### src/design/soc_pkg.sv
// ---------------------------------------------------------------------------
// Peripheral subsystem package: bus widths and types, device enumeration,
// address map, register offsets and the byte-lane merge helper
// ---------------------------------------------------------------------------
package soc_pkg;

  // Bus geometry
  localparam int AddrWidth = 32;
  localparam int DataWidth = 32;
  localparam int BeWidth   = DataWidth / 8;

  typedef logic [AddrWidth-1:0] addr_t;
  typedef logic [DataWidth-1:0] data_t;
  typedef logic [BeWidth-1:0]   be_t;

  // Devices behind the decoder
  typedef enum logic [1:0] {
    DevRam   = 2'd0,
    DevGpio  = 2'd1,
    DevTimer = 2'd2
  } device_e;

  localparam int NrDevices = 3;

  // Address windows
  // Each mask is the complement of the window size minus one
  localparam addr_t RamBase   = 32'h0010_0000;
  localparam addr_t RamMask   = ~addr_t'(64 * 1024 - 1);
  localparam addr_t GpioBase  = 32'h8000_0000;
  localparam addr_t GpioMask  = ~addr_t'(4 * 1024 - 1);
  localparam addr_t TimerBase = 32'h8000_2000;
  localparam addr_t TimerMask = ~addr_t'(4 * 1024 - 1);

  // Register offsets inside a 4 KiB device window
  localparam int RegOffWidth = 12;

  localparam logic [RegOffWidth-1:0] GpioOutOffset      = 12'h000;
  localparam logic [RegOffWidth-1:0] GpioInOffset       = 12'h004;
  localparam logic [RegOffWidth-1:0] TimerMtimeLoOffset = 12'h000;
  localparam logic [RegOffWidth-1:0] TimerMtimeHiOffset = 12'h004;
  localparam logic [RegOffWidth-1:0] TimerCmpLoOffset   = 12'h008;
  localparam logic [RegOffWidth-1:0] TimerCmpHiOffset   = 12'h00C;

  // Replace the byte lanes of old_word whose enable is set
  function automatic data_t merge_bytes(data_t old_word, data_t new_word, be_t be);
    data_t res;
    res = old_word;
    for (int i = 0; i < BeWidth; i++) begin
      if (be[i]) begin
        res[8*i +: 8] = new_word[8*i +: 8];
      end
    end
    return res;
  endfunction

endpackage

### src/design/dev_bus_if.sv
// ---------------------------------------------------------------------------
// Decoder-to-device link with decoder and device modports
// ---------------------------------------------------------------------------
interface dev_bus_if #(
  parameter int AddrWidth = 32,
  parameter int DataWidth = 32,
  parameter int BeWidth   = 4
);

  // Request phase, driven by the decoder
  logic                 req;
  logic [AddrWidth-1:0] addr;
  logic                 we;
  logic [BeWidth-1:0]   be;
  logic [DataWidth-1:0] wdata;

  // Response phase, one cycle after req
  logic                 rvalid;
  logic [DataWidth-1:0] rdata;

  modport decoder (
    output req, addr, we, be, wdata,
    input  rvalid, rdata
  );

  modport device (
    input  req, addr, we, be, wdata,
    output rvalid, rdata
  );

endinterface

### src/design/timer_regs.sv
// ---------------------------------------------------------------------------
// 64-bit machine timer, 64-bit compare register and compare interrupt
// ---------------------------------------------------------------------------
module timer_regs
  import soc_pkg::*;
(
  input  logic      clk_sys_i,
  input  logic      rst_sys_ni,
  dev_bus_if.device bus_i,
  output logic      timer_irq_o
);

  logic [63:0]            mtime;
  logic [63:0]            mtimecmp;
  logic [RegOffWidth-1:0] reg_off;
  logic                   wr_en;
  data_t                  rd_word;

  assign reg_off = {bus_i.addr[RegOffWidth-1:2], 2'b00};
  assign wr_en   = bus_i.req & bus_i.we;

  // Free-running counter with one half replaced by a bus write
  always_ff @(posedge clk_sys_i or negedge rst_sys_ni) begin
    if (!rst_sys_ni) begin
      mtime <= '0;
    end else if (wr_en && reg_off == TimerMtimeLoOffset) begin
      mtime <= {mtime[63:32], merge_bytes(mtime[31:0], bus_i.wdata, bus_i.be)};
    end else if (wr_en && reg_off == TimerMtimeHiOffset) begin
      mtime <= {merge_bytes(mtime[63:32], bus_i.wdata, bus_i.be), mtime[31:0]};
    end else begin
      mtime <= mtime + 64'd1;
    end
  end

  // All ones at reset keeps the interrupt quiet
  always_ff @(posedge clk_sys_i or negedge rst_sys_ni) begin
    if (!rst_sys_ni) begin
      mtimecmp <= '1;
    end else if (wr_en && reg_off == TimerCmpLoOffset) begin
      mtimecmp[31:0] <= merge_bytes(mtimecmp[31:0], bus_i.wdata, bus_i.be);
    end else if (wr_en && reg_off == TimerCmpHiOffset) begin
      mtimecmp[63:32] <= merge_bytes(mtimecmp[63:32], bus_i.wdata, bus_i.be);
    end
  end

  always_ff @(posedge clk_sys_i or negedge rst_sys_ni) begin
    if (!rst_sys_ni) begin
      timer_irq_o  <= 1'b0;
      bus_i.rvalid <= 1'b0;
    end else begin
      timer_irq_o  <= mtime >= mtimecmp;
      bus_i.rvalid <= bus_i.req;
    end
  end

  always_comb begin
    rd_word = '0;
    case (reg_off)
      TimerMtimeLoOffset: rd_word = mtime[31:0];
      TimerMtimeHiOffset: rd_word = mtime[63:32];
      TimerCmpLoOffset:   rd_word = mtimecmp[31:0];
      TimerCmpHiOffset:   rd_word = mtimecmp[63:32];
      default:            rd_word = '0;
    endcase
  end

  always_ff @(posedge clk_sys_i) begin
    if (bus_i.req) begin
      bus_i.rdata <= bus_i.we ? '0 : rd_word;
    end
  end

  // Compare register comes out of reset ahead of mtime
  a_irq_low_after_reset : assert property (@(posedge clk_sys_i)
    $rose(rst_sys_ni) |=> !timer_irq_o);

endmodule

### src/flat_wrapper.sv
// flat-port wrapper written by rule: the top's interface ports become plain ports
module timer_regs_flat import soc_pkg::*;
  (clk_sys_i, rst_sys_ni, timer_irq_o, bus_i_req, bus_i_addr, bus_i_we, bus_i_be, bus_i_wdata, bus_i_rvalid, bus_i_rdata);
  dev_bus_if bus_i_i ();
  input  logic clk_sys_i;
  input  logic rst_sys_ni;
  output logic timer_irq_o;
  input wire logic [$bits(bus_i_i.req)-1:0] bus_i_req;
  input wire logic [$bits(bus_i_i.addr)-1:0] bus_i_addr;
  input wire logic [$bits(bus_i_i.we)-1:0] bus_i_we;
  input wire logic [$bits(bus_i_i.be)-1:0] bus_i_be;
  input wire logic [$bits(bus_i_i.wdata)-1:0] bus_i_wdata;
  output wire logic [$bits(bus_i_i.rvalid)-1:0] bus_i_rvalid;
  output wire logic [$bits(bus_i_i.rdata)-1:0] bus_i_rdata;
  assign bus_i_i.req = bus_i_req;
  assign bus_i_i.addr = bus_i_addr;
  assign bus_i_i.we = bus_i_we;
  assign bus_i_i.be = bus_i_be;
  assign bus_i_i.wdata = bus_i_wdata;
  assign bus_i_rvalid = bus_i_i.rvalid;
  assign bus_i_rdata = bus_i_i.rdata;
  timer_regs u_core (.clk_sys_i(clk_sys_i), .rst_sys_ni(rst_sys_ni), .bus_i(bus_i_i), .timer_irq_o(timer_irq_o));
endmodule
### config.mk
export PLATFORM = sky130hd
export DESIGN_NAME = timer_regs_flat
export DESIGN_NICKNAME = d
export VERILOG_FILES = /design/src/design/soc_pkg.sv /design/src/design/dev_bus_if.sv /design/src/design/timer_regs.sv /design/src/flat_wrapper.sv
export SDC_FILE = /design/constraint.sdc
export NUM_CORES = 1
export LEC_CHECK = 0
export ABC_AREA = 1
export BUFFER_PORTS_ARGS = -buffer_cell sky130_fd_sc_hd__buf_2
export CORE_MARGIN = 4
export CORE_UTILIZATION = 30
export DETAILED_ROUTE_END_ITERATION = 8
export GPL_ROUTABILITY_DRIVEN = 1
export GPL_TIMING_DRIVEN = 0
export SLEW_MARGIN = 30
export SYNTH_ARGS = -nofsm -noshare
export SYNTH_HDL_FRONTEND = slang
export SYNTH_SLANG_ARGS = --single-unit
### constraint.sdc
create_clock -name clk_sys_i -period 2.34 [get_ports clk_sys_i]
set_input_delay 0.234 -clock clk_sys_i [delete_from_list [all_inputs] [get_ports clk_sys_i]]
set_output_delay 0.234 -clock clk_sys_i [all_outputs]
set_load 0.05 [all_outputs]
* Word level (Yosys, flattened, before mapping) *
Index checks and enable logic that the tools add are counted.

word-level totals
  register bits after elaboration = 162
  output and inout port bits = 34

cells by class
  add/subtract/negate cells = 1
  reductions and logical operators = 21
  muxes and demuxes = 7
  bitwise logic cells = 3
  equal/unequal tests = 12
  order comparisons = 1

operators by type and width
  operator                                                count
  one-hot mux 32 bit (4 select lines)                     1
  adder 64 x 1 -> 64 bit (second input constant)          1
  greater-or-equal comparator 64 bit                      1
  two-way mux 64 bit                                      1
  two-way mux 32 bit                                      1
  two-way mux 8 bit                                       4
  AND reduction 2 bit                                     12
  == test 10 x 2 -> 1 bit (second input constant)         2
  inequality test 2 bit (second input constant)           8
  logical NOT 12 bit                                      1
  AND reduction 3 bit                                     4
  == test 10 x 1 -> 1 bit (second input constant)         1
  logical AND 1 bit                                       4
  inequality test 2 x 1 -> 1 bit (second input constant)  1
  inverter 1 bit                                          2
  bitwise AND 1 bit                                       1

* Longest topological paths before layout *
Gate-level depths: netlist of run 1.

  word-level depth = 4
  depth in mapped cells = 15
  mapped depth without buffers = 15

* Worst setup path before layout of run 1 *
Ideal clock, no wire load.

  kind = register to register
  start point = reg u_core.mtime[0]
  end point = reg u_core.mtime[32]
  arrival time = 1609 ps
  stages on the path, launching flop included = 11
  slack = 614 ps
  path through = dfrtp_1 ha_1 nand3_1 inv_2 nand2_2 nor2_4 nand2_1 o21ai_0 nand3_1 nand3_1 nand2_1

on the way
  word-level cells in the longest chain between the ends = 2

ends and longest elaborated chain
  item                    RTL line          text
  from (decl)             timer_regs.sv:13  logic [63:0] mtime;
  from (signal assigned)  timer_regs.sv:27  mtime <= {mtime[63:32], merge_bytes(mtime[31:0], bus_i.wdata, bus_i.be)};
  from (signal assigned)  timer_regs.sv:29  mtime <= {merge_bytes(mtime[63:32], bus_i.wdata, bus_i.be), mtime[31:0]};
  from (signal assigned)  timer_regs.sv:31  mtime <= mtime + 64'd1;
  adder 64 x 1 -> 64 bit  timer_regs.sv:31
  two-way mux 64 bit      timer_regs.sv:28  end else if (wr_en && reg_off == TimerMtimeHiOffset) begin

Every way passes these cells. The select of a mux whose other input is x is not followed.
A chain may end at the register's enable or synchronous reset.

* Final worst setup path of run 1 *
  start point = reg u_core.mtime[45]
  end point = reg u_core.mtime[46]

The elaborated chain is that of the path after synthesis.

==> results of run 1 <==
## logic make-up (layout without fill, tap and decap cells)
group                    Yosys count  count (layout)  synth area share [%]
AND/OR/NAND/NOR                  829             829                  31.4
AO/OA/AOI/OAI                    276             276                  13.4
buffers and inverters            259             377                  8.91
flip-flops                       162             162                  38.1
adder cells (fa/ha/maj)           65              65                  7.22
XOR/XNOR                          12              12                 0.933
## Yosys cell counts, types with 3 or more instances
library cell | count | share of area (%)
nand3_1 | 91 | 4.0
nor2_2 | 3 | 0.17
dfrtp_1 | 66 | 15
nand3b_1 | 3 | 0.20
nor2_8 | 3 | 0.53
nand2_2 | 13 | 0.72
edfxtp_1 | 32 | 8.5
nand2_1 | 419 | 14
buf_1 | 4 | 0.13
o21ai_0 | 128 | 5.7
nor3_1 | 22 | 0.98
inv_2 | 3 | 0.10
o22ai_1 | 68 | 3.8
nor2_4 | 6 | 0.60
dfstp_2 | 64 | 15
a21oi_1 | 46 | 2.0
o221ai_1 | 3 | 0.23
buf_2 | 16 | 0.71
nor2_1 | 234 | 7.8
xor2_1 | 10 | 0.78
ha_1 | 65 | 7.2
clkbuf_1 | 16 | 0.53
inv_1 | 218 | 7.3
nor4_1 | 3 | 0.17
o21ai_1 | 19 | 0.84
nand4_1 | 20 | 1.1
nand3_2 | 4 | 0.36
## repair_timing
action | CTS | global route
resized for setup | 6 | 15
cloned | 0 | 0
endpoints found under the hold margin | 32 | 0
endpoints found under the setup margin | 48 | 17
hold buffers | 1 | 0
setup buffers | 0 | 1
pin swaps | 0 | 1
## final cells by class
class	count	area, µm²
clock inverters	14	101
fillers	3987	23800
flip-flops and latches	162	4300
repair buffers	86	473
inverters	221	830
multi-input cells	1182	6030
clock buffers	18	450
well taps	468	586
plain buffers	38	175
## power groups by stage
| stage | Clock (W) | Sequential [W] | Combinational (W) |
|---|---|---|---|
| floorplan | 0 | 0.00319 | 0.000510 |
| global placement | 0 | 0.00318 | 0.000857 |
| detailed placement | 0 | 0.00318 | 0.000883 |
| CTS | 0.00280 | 0.00313 | 0.000900 |
| global route | 0.00289 | 0.00314 | 0.00102 |
| finish | 0.00276 | 0.00313 | 0.000922 |
## per-stage QoR
step / setup WS (ns) / instance area (µm²)
2_1_floorplan: 0.614 / 11300
3_3_place_gp: -0.966 / 12300
3_5_place_dp: -0.614 / 12300
4_1_cts: 0.00316 / 12900
5_1_grt: -0.0148 / 12900
6_report: 0.0695 / 12900
## cell usage in the layout (no fill, tap or decap), drive strengths merged, types with 10 or more instances in the layout
master,Yosys,layout
clkbuf,16,35
buf,22,106
nand2,433,433
nor2,246,246
xor2,10,10
dfstp,64,64
nor3,23,23
inv,221,226
o21ai,149,149
o22ai,68,68
nand3,97,97
ha,65,65
nand4,21,21
dfrtp,66,66
edfxtp,32,32
a21oi,46,46
## registers in the layout, indices dropped and copies added, names as in the netlist
register / cells
u_core.mtime: 64
u_core.mtimecmp: 64
u_core.bus_i.rdata: 32
u_core.bus_i.rvalid: 1
u_core.timer_irq_o: 1
## critical path, stage by stage, from the launching register on
cell	delay, ns
dfrtp_1	0.50
nand2_1	0.14
nor2_1	0.37
nand2_1	0.12
nor2_2	0.32
nand3_1	0.31
o21ai_0	0.25
nand2_1	0.07
nand2_1	0.05
inv_1	0.04
## final timing paths
| kind | from | end | depth (start not counted) |
|---|---|---|---|
| min in group asynchronous | rst_sys_ni | u_core.mtime[43] | 2 |
| setup reg to reg | u_core.mtime[45] | u_core.mtime[46] | 9 |
| max in group asynchronous | rst_sys_ni | u_core.mtimecmp[52] | 3 |
| hold / removal | bus_i_wdata[7] | u_core.mtimecmp[7] | 3 |
| hold reg to reg | u_core.mtimecmp[19] | u_core.mtimecmp[19] | 2 |
| setup / recovery | u_core.mtime[45] | u_core.mtime[46] | 9 |
## routing by layer
layer / global-route usage (%) / share of wire (%) / vias up
met5: 0 / 0 / -
li1: - / - / 5454
met3: 4.75 / 7.3 / 93
met4: 8.11 / 3.4 / 0
met2: 36.2 / 45 / 468
met1: 31.1 / 45 / 5552
==> results.md, run 1 <==
- Clk buf depth: 2
- Library cells used by synthesis: 45
- Mean number of vias per cell: 5.28
- Max_cap viols: 0
- Drt first pass iters: 6
- Clk sinks: 162
- Area grow syn2layout: 14.9%
- Die footprint: 0.0407 mm²
- Die Y: 202 µm
- Leak Pwr: 5.87 nW
- CP Data Arrival Time: 2.62 ns
- Drt total wl: around 47 mm
- FP Rows: 70
- Largest net degree at the start of global routing: 71
- Setup TNS: 0 ns
- Crit Path Max Fanout: 5
- Flop pwr share: 46.0%
- Final setup violation count: 0
- Internal power: 0.00470 W
- Antenna viol nets, final: 0
- DR vias: 11600
- Die W: 202 µm
- Clock Skew: about 0.019 ns
- Minimum clock period: ~2.3 ns
- RSZ-0062 raised after global routing: true
- Worst Tran Pin Value: 0.959 ns
- Pwr dens: around 530 mW/mm²
- Comb power frac: 13.5%
- Routability cong.: 0.988
- Outcome: complete, no violations
- Placed cell count: 2155
- Syn Nets: between 1500 and 2000
- Maximum VDD drop: 0.000401 V
- EDFF count, synth: 32
- I/O pin cnt: 106
- FF+latch count, synth: between 150 and 200
- DR WL/cell: 21.6 µm
- Fin crit share: 97.0%
- Clk_lat worst skew: ~0.45 ns
- Final Net Count: 1845
- Pins Over Slew Limit: 0
- Gr usage total: 22.9%
- Clk slew on worst S/H paths: around 0.070 ns
- Hold Vio Cnt, Final: 0
- Mapped cell area: 0.0113 mm²
- Vias in the first global route: approximately 11000
- First DRT Iteration DRCs: 1059
- Switch share: a little under a third
- YS warnings: 0
- Slew HR: 36.1%
- TritonCTS Buffers: 17
- Synth Instances: 1603
- HPWL after DPL: 37.7 mm
- Layout Utilization: 35.2%
- Total design power: a little under 0.007 W
- Post-synthesis sequential area ratio: 38.1%
- First-pass GRT wire length: 70.4 mm
- Layout cells sized above 1: 14.8%
- Initial antenna violation count: 0
- Drc violations: 0
- Critical path data required time: between 2 and 3 ns
- Sw Pwr: 0.00211 W
- Hold Crit Class: primary input to flip-flop
- Crit path launch type: flip-flop
- Min Hold Slack: 0.0358 ns
- Async S/R FF share, synth: about four fifths
- Core Area: 0.0368 mm²
- Number of diodes: 0
- Initial Utilization: 30.6%
- Share of total power in the clock network: 40.5%
- Non-Filler Instances: 2189
- Clock root buffer: clkbuf_16
- Total grt overflow: 0
- Reg2Reg Setup Slack: 0.07 ns
- Post-Syn Area per Cell: between 7 and 8 µm²
- CP Class: flip-flop to flip-flop
- H-tree depth: 4
- Port Buf Inserts: 83
- Worst setup EP type: flip-flop
- Post-synth top flop: dfrtp_1
- CTS tree: done
- Fmax: 440 MHz
(Power assumes the default switching activity.)
==> inputs of run 2 (changes only) <==
Settings changed: BUFFER_PORTS_ARGS -buffer_cell sky130_fd_sc_hd__buf_2 to -buffer_cell sky130_fd_sc_hd__buf_4.
==> results.md, run 2 (synthesis gave the netlist of run 1 again) <==
- Comb power frac: a little over an eighth
- Routability cong.: 0.997
- CP max stage delay: about 0.52 ns
- Clock root buffer: clkbuf_16
- First DRT Iteration DRCs: 1149
- Largest net degree at the start of global routing: 80
- DR vias: 11600
- Leak Pwr: 5.96 nW
- Worst path buffer plus inverter count: 0
- Clk sinks: 162
- Worst path top cell family by delay: simple AND/OR/NAND/NOR gates
- Biggest registers after layout: u_core.mtime x64, u_core.mtimecmp x64, u_core.bus_i.rdata x32
- Area grow syn2layout: 17.4%
- Hold Vio Cnt, Final: 0
- Number of diodes: 0
- CP Class: flip-flop to flip-flop
- Fin crit share: between 90 and 100%
- Maximum VDD drop: 0.000407 V
- Clock Skew: about 0.012 ns
- DR WL/cell: 21.5 µm
- Outcome: complete, no violations
- Placed inst area: 0.0125 mm²
- Sw Pwr: 0.00215 W
- Internal power: 0.00504 W
- Fmax: 437 MHz
- Share of total power in the clock network: between 40% and 50%
- Flop pwr share: 43.7%
- Multi-input gate area: ~0.006 mm²
- Port Buf Inserts: 83
- Die Y: 202 µm
- Pwr dens: 544 mW/mm²
- Clk buf depth: 2
- Die footprint: about 0.041 mm²
- Drt first pass iters: 6
- FF/Latch Area: 0.00430 mm²
- Crit path cell chain: nand2_1, nor2_1, nand2_1, nor3_1, nand2_1, nand2_1, nand3_1, nand3_1, nand2_1
- Switch share: between 20% and 30%
- TritonCTS Buffers: 17
- Max_cap viols: 0
- Worst Tran Pin Value: roughly 1.0 ns
- HPWL after DPL: 37.2 mm
- RSZ-0062 raised after global routing: false
- Crit Path Max Fanout: 5
- Critical path data required time: 2.67 ns
- I/O pin cnt: 106
- Layout cells sized above 1: ~15%
- First-pass GRT wire length: 70.1 mm
- Slew HR: 32.5%
- Mean number of vias per cell: between 5 and 6
- Die W: roughly 200 µm
- Total design power: between 0.007 and 0.008 W
- CP Data Arrival Time: 2.61 ns
- FP Rows: 70
- Most common cell after layout, fill and taps aside: nand2_1
- H-tree depth: 4
- CTS tree: done
- Initial antenna violation count: 0
- Critical-path top delay cell: dfrtp_1
- Hold Crit Class: primary input to flip-flop
- Cell mode on critical path: nand2_1
- Drc violations: 0
- Final setup violation count: 0
- Crit path launch type: flip-flop
- Total grt overflow: 0
- Core Area: roughly 0.037 mm²
- Minimum clock period: 2.29 ns
- Vias in the first global route: 11300
- Drt total wl: approximately 47 mm
- Worst setup EP type: flip-flop
- Initial Utilization: 30.6%
- Final Net Count: approximately 1800
- Antenna viol nets, final: 0
- Layout fillers: 3939
- Most frequent cells in the layout: nand2_1, nor2_1, inv_1
- Clk slew on worst S/H paths: 0.07 ns
- Clk_lat worst skew: 0.44 ns
- Pins Over Slew Limit: 0
- Final instance area: 0.0132 mm²
- Gr usage total: 22.7%
run 2: final timing paths:
| check | start | endpoint | slack [ns] | depth (start not counted) |
|---|---|---|---|---|
| hold / removal | bus_i_wdata[5] | u_core.mtimecmp[5] | 0.01 | 3 |
| setup / recovery | u_core.mtime[16] | u_core.mtime[52] | 0.05 | 9 |
| min in group asynchronous | rst_sys_ni | u_core.mtime[37] | 0.33 | 2 |
| hold reg to reg | u_core.mtimecmp[33] | u_core.mtimecmp[33] | 0.48 | 2 |
| max in group asynchronous | rst_sys_ni | u_core.mtimecmp[23] | 1.24 | 3 |
| setup reg to reg | u_core.mtime[16] | u_core.mtime[52] | 0.05 | 9 |
run 2: worst reg2reg max path, cell delays in order (launching register included):
cell	delay (ns)
dfrtp_1	0.52
nand2_1	0.17
nor2_1	0.36
nand2_1	0.17
nor3_1	0.49
nand2_1	0.11
nand2_1	0.07
nand3_1	0.10
nand3_1	0.13
nand2_1	0.06
run 2: routing by layer:
layer	track usage, %	part of all wire, %	wire length (µm)
met1	30.1	43	20200
met2	35.5	45	21200
met3	6.31	8.7	4100
met4	8.30	3.6	1680
met5	0	0	0
run 2: through the flow:
step	util (%)	setup WS, ns	hold WS, ns	setup TNS [ns]	cells
floorplan	-	0.614	-0.0616	0	1603
global placement	33.9	-0.270	0.459	-6.53	2154
detailed placement	34.0	-0.280	0.203	-8.35	2155
CTS	35.8	0.0217	0.00848	0	2188
global route	35.9	0.00137	0.0383	0	2190
finish	35.9	0.0529	0.0137	0	2190
run 2: layout make-up:
| cell class | instances | share of cell area (%) |
|---|---|---|
| Tap cell | 468 | 4.43 |
| Multi-Input combinational cell | 1182 | 45.5 |
| Timing Repair Buffer | 87 | 5.19 |
| Buffer | 38 | 1.32 |
| Clock inverter | 13 | 1.18 |
| Sequential cell | 162 | 32.5 |
| Clock buffer | 19 | 3.60 |
| Inverter | 221 | 6.27 |
run 2: repair_timing:
| item | in CTS | in global routing |
|---|---|---|
| resized for setup | 7 | 15 |
| setup buffers | 0 | 2 |
| cloned | 0 | 0 |
| setup endpoints to repair | 6 | 13 |
| hold buffers | 1 | 0 |
| endpoints found under the hold margin | 21 | 0 |
| pin swaps | 0 | 2 |
run 2: power by group through the flow:
| stage | logic, W | registers [W] | clock network [W] |
|---|---|---|---|
| 5_1_grt | 0.00107 | 0.00315 | 0.00323 |
| 3_3_place_gp | 0.000902 | 0.00317 | 0 |
| 4_1_cts | 0.000937 | 0.00313 | 0.00311 |
| 6_report | 0.000962 | 0.00314 | 0.00309 |
| 3_5_place_dp | 0.000927 | 0.00318 | 0 |
| 2_1_floorplan | 0.000510 | 0.00319 | 0 |
==> inputs of run 3 (changes only) <==
Settings changed: GPL_TIMING_DRIVEN 0 to 1.
==> results.md, run 3 (synthesis gave the netlist of run 1 again) <==
- Outcome: complete, no violations
- CP Class: flip-flop to flip-flop
- Fin crit share: a little over nine tenths
- Drt first pass iters: 5
- Worst setup EP type: flip-flop
- Largest net degree at the start of global routing: 53
- DP Worst Slack: 0.137 ns
- Fmax: 452 MHz
- CP Data Arrival Time: 2.56 ns
- Maximum VDD drop: between 0.0004 and 0.0005 V
- Total grt overflow: 0
- DR WL/cell: 20.2 µm
- Layout fillers: a little under 4000
- DR vias: 11400
- Die W: 202 µm
- HPWL after DPL: roughly 35 mm
- FP Rows: 70
- Drc violations: 0
- Port Buf Inserts: 83
- Area grow syn2layout: 18.9%
- Die Y: about 200 µm
- Clk_lat worst skew: 0.46 ns
- Pins Over Slew Limit: 0
- First DRT Iteration DRCs: 1029
- Switch share: ~29%
- Hold Vio Cnt, Final: 0
- Mean number of vias per cell: 5.17
- Reg2Reg Launch Point: u_core.mtime[0]
- Initial antenna violation count: 0
- Gr usage total: between 20% and 30%
- Layout cells sized above 1: 15.7%
- Biggest registers after layout: u_core.mtime x64, u_core.mtimecmp x64, u_core.bus_i.rdata x32
- RSZ-0062 raised after global routing: true
- Most common cell after layout, fill and taps aside: nand2_1
- Crit path launch type: flip-flop
- Drt total wl: 44.4 mm
- Reg2Reg Setup Slack: 0.13 ns
- FF/Latch Area: 0.00429 mm²
- Worst hold path cell count: 3
- Flop pwr share: roughly 44%
- Core Area: between 0.03 and 0.04 mm²
- RR Endpoint: u_core.mtime[32]
- Worst Tran Pin Value: 0.585 ns
- Multi-input gate area: 0.00598 mm²
- R2r worst-path depth: 10
- Share of total power in the clock network: about two fifths
- Leak Pwr: 6.10 nW
- Pwr dens: 528 mW/mm²
- Clock root buffer: clkbuf_16
- Comb power frac: 14.4%
- Critical path data required time: 2.68 ns
- Crit Path Max Fanout: 6
- First-pass GRT wire length: 67.7 mm
- Vias in the first global route: 11000
- TritonCTS Buffers: 17
- Final setup violation count: 0
- Final Net Count: 1858
- Minimum clock period: 2.21 ns
- Clock Skew: between 0.01 and 0.015 ns
- Number of diodes: 0
- Initial Utilization: between 30% and 40%
- Hold Startpoint: bus_i_wdata[7]
- Clk sinks: 162
- Internal power: 0.00502 W
- Most frequent cells in the layout: nand2_1, nor2_1, inv_1
- Routability cong.: approximately 1.0
- Setup TNS: 0 ns
- H-tree depth: 4
- I/O pin cnt: 106
- CTS tree: done
- Setup WS post-layout: about 0.13 ns
- Hold Crit Class: primary input to flip-flop
- Clk buf depth: 2
- Layout Utilization: roughly 36%
- Slew HR: 60.6%
- Sw Pwr: 0.00206 W
- Hold Path End: u_core.mtimecmp[7]
- Postcts setup bufs: 0
- Die footprint: 0.0407 mm²
- Clk slew on worst S/H paths: approximately 0.070 ns
- Max_cap viols: 0
- Antenna viol nets, final: 0
-- run 3: cell count changes in the layout (fill, tap and decap cells not counted), moves of 3 or more --
| cell | previous run | this run |
|---|---|---|
| nor2_1 | 226 | 233 |
| buf_4 | 84 | 129 |
| dfrtp_2 | 4 | 0 |
| nor2_2 | 9 | 4 |
| buf_1 | 4 | 0 |
| clkinv_1 | 0 | 3 |
| dfrtp_1 | 62 | 66 |
| buf_2 | 16 | 0 |
| buf_12 | 0 | 6 |
| inv_6 | 6 | 1 |
| clkbuf_1 | 16 | 1 |
-- run 3: repair_timing --
item | 4_1_cts | 5_1_grt
hold endpoints to repair | 24 | 0
gates resized for setup | 0 | 3
hold buffers | 1 | 0
setup endpoints to repair | 0 | 3
-- run 3: stage by stage --
step | hold WS [ns] | cell area, µm² | std cells | power, W
3_3_place_gp | 0.254 | 12800 | 2169 | 0.00413
2_1_floorplan | -0.0616 | 11300 | 1603 | 0.00370
4_1_cts | 0.00314 | 13400 | 2202 | 0.00712
6_report | 0.0145 | 13400 | 2202 | 0.00707
3_5_place_dp | 0.262 | 12800 | 2169 | 0.00415
5_1_grt | 0.0318 | 13400 | 2202 | 0.00736
-- run 3: power groups by stage --
| stage | Sequential (W) | Clock (W) | Combinational (W) |
|---|---|---|---|
| 3_3_place_gp | 0.00315 | 0 | 0.000979 |
| 5_1_grt | 0.00312 | 0.00310 | 0.00113 |
| 2_1_floorplan | 0.00319 | 0 | 0.000510 |
| 3_5_place_dp | 0.00315 | 0 | 0.000995 |
| 4_1_cts | 0.00310 | 0.00301 | 0.00101 |
| 6_report | 0.00311 | 0.00295 | 0.00102 |
-- run 3: how the worst max path moves through the flow --
stage / startpoint / endpoint / cells past startpoint
finish: u_core.mtime[0] / u_core.mtime[32] / 10
global route: u_core.mtime[0] / u_core.mtime[42] / 12
CTS: u_core.mtime[0] / u_core.mtime[32] / 10
detailed placement: u_core.mtime[0] / u_core.mtime[32] / 10
global placement: u_core.mtime[0] / u_core.mtime[32] / 10
floorplan: u_core.mtime[0] / u_core.mtime[32] / 10
-- run 3: critical path: stages, from the launching register on --
cell     delay [ns]
dfrtp_1        0.48
ha_1           0.29
nand3_1        0.18
inv_2          0.13
nand2_2        0.14
nor2_4         0.23
nand2_2        0.17
o21ai_0        0.22
nand3_1        0.11
nand3_1        0.09
nand2_1        0.06
-- run 3: routing by layer --
layer | up-vias | wire [µm] | track usage (%) | share of wire [%]
met2 | 400 | 20400 | 35.1 | 46
met5 | - | 0 | 0 | 0
met3 | 65 | 2690 | 3.06 | 6.1
met4 | 0 | 924 | 5.57 | 2.1
li1 | 5464 | - | - | -
met1 | 5456 | 20400 | 30.5 | 46
-- run 3: area by class of cell --
class / count / area share (%)
Inverter: 221 / 6.20
Clock buffer: 18 / 3.21
Sequential cell: 162 / 32.1
Clock inverter: 14 / 1.22
Tap cell: 468 / 4.37
Multi-Input combinational cell: 1182 / 44.6
Timing Repair Buffer: 137 / 8.29
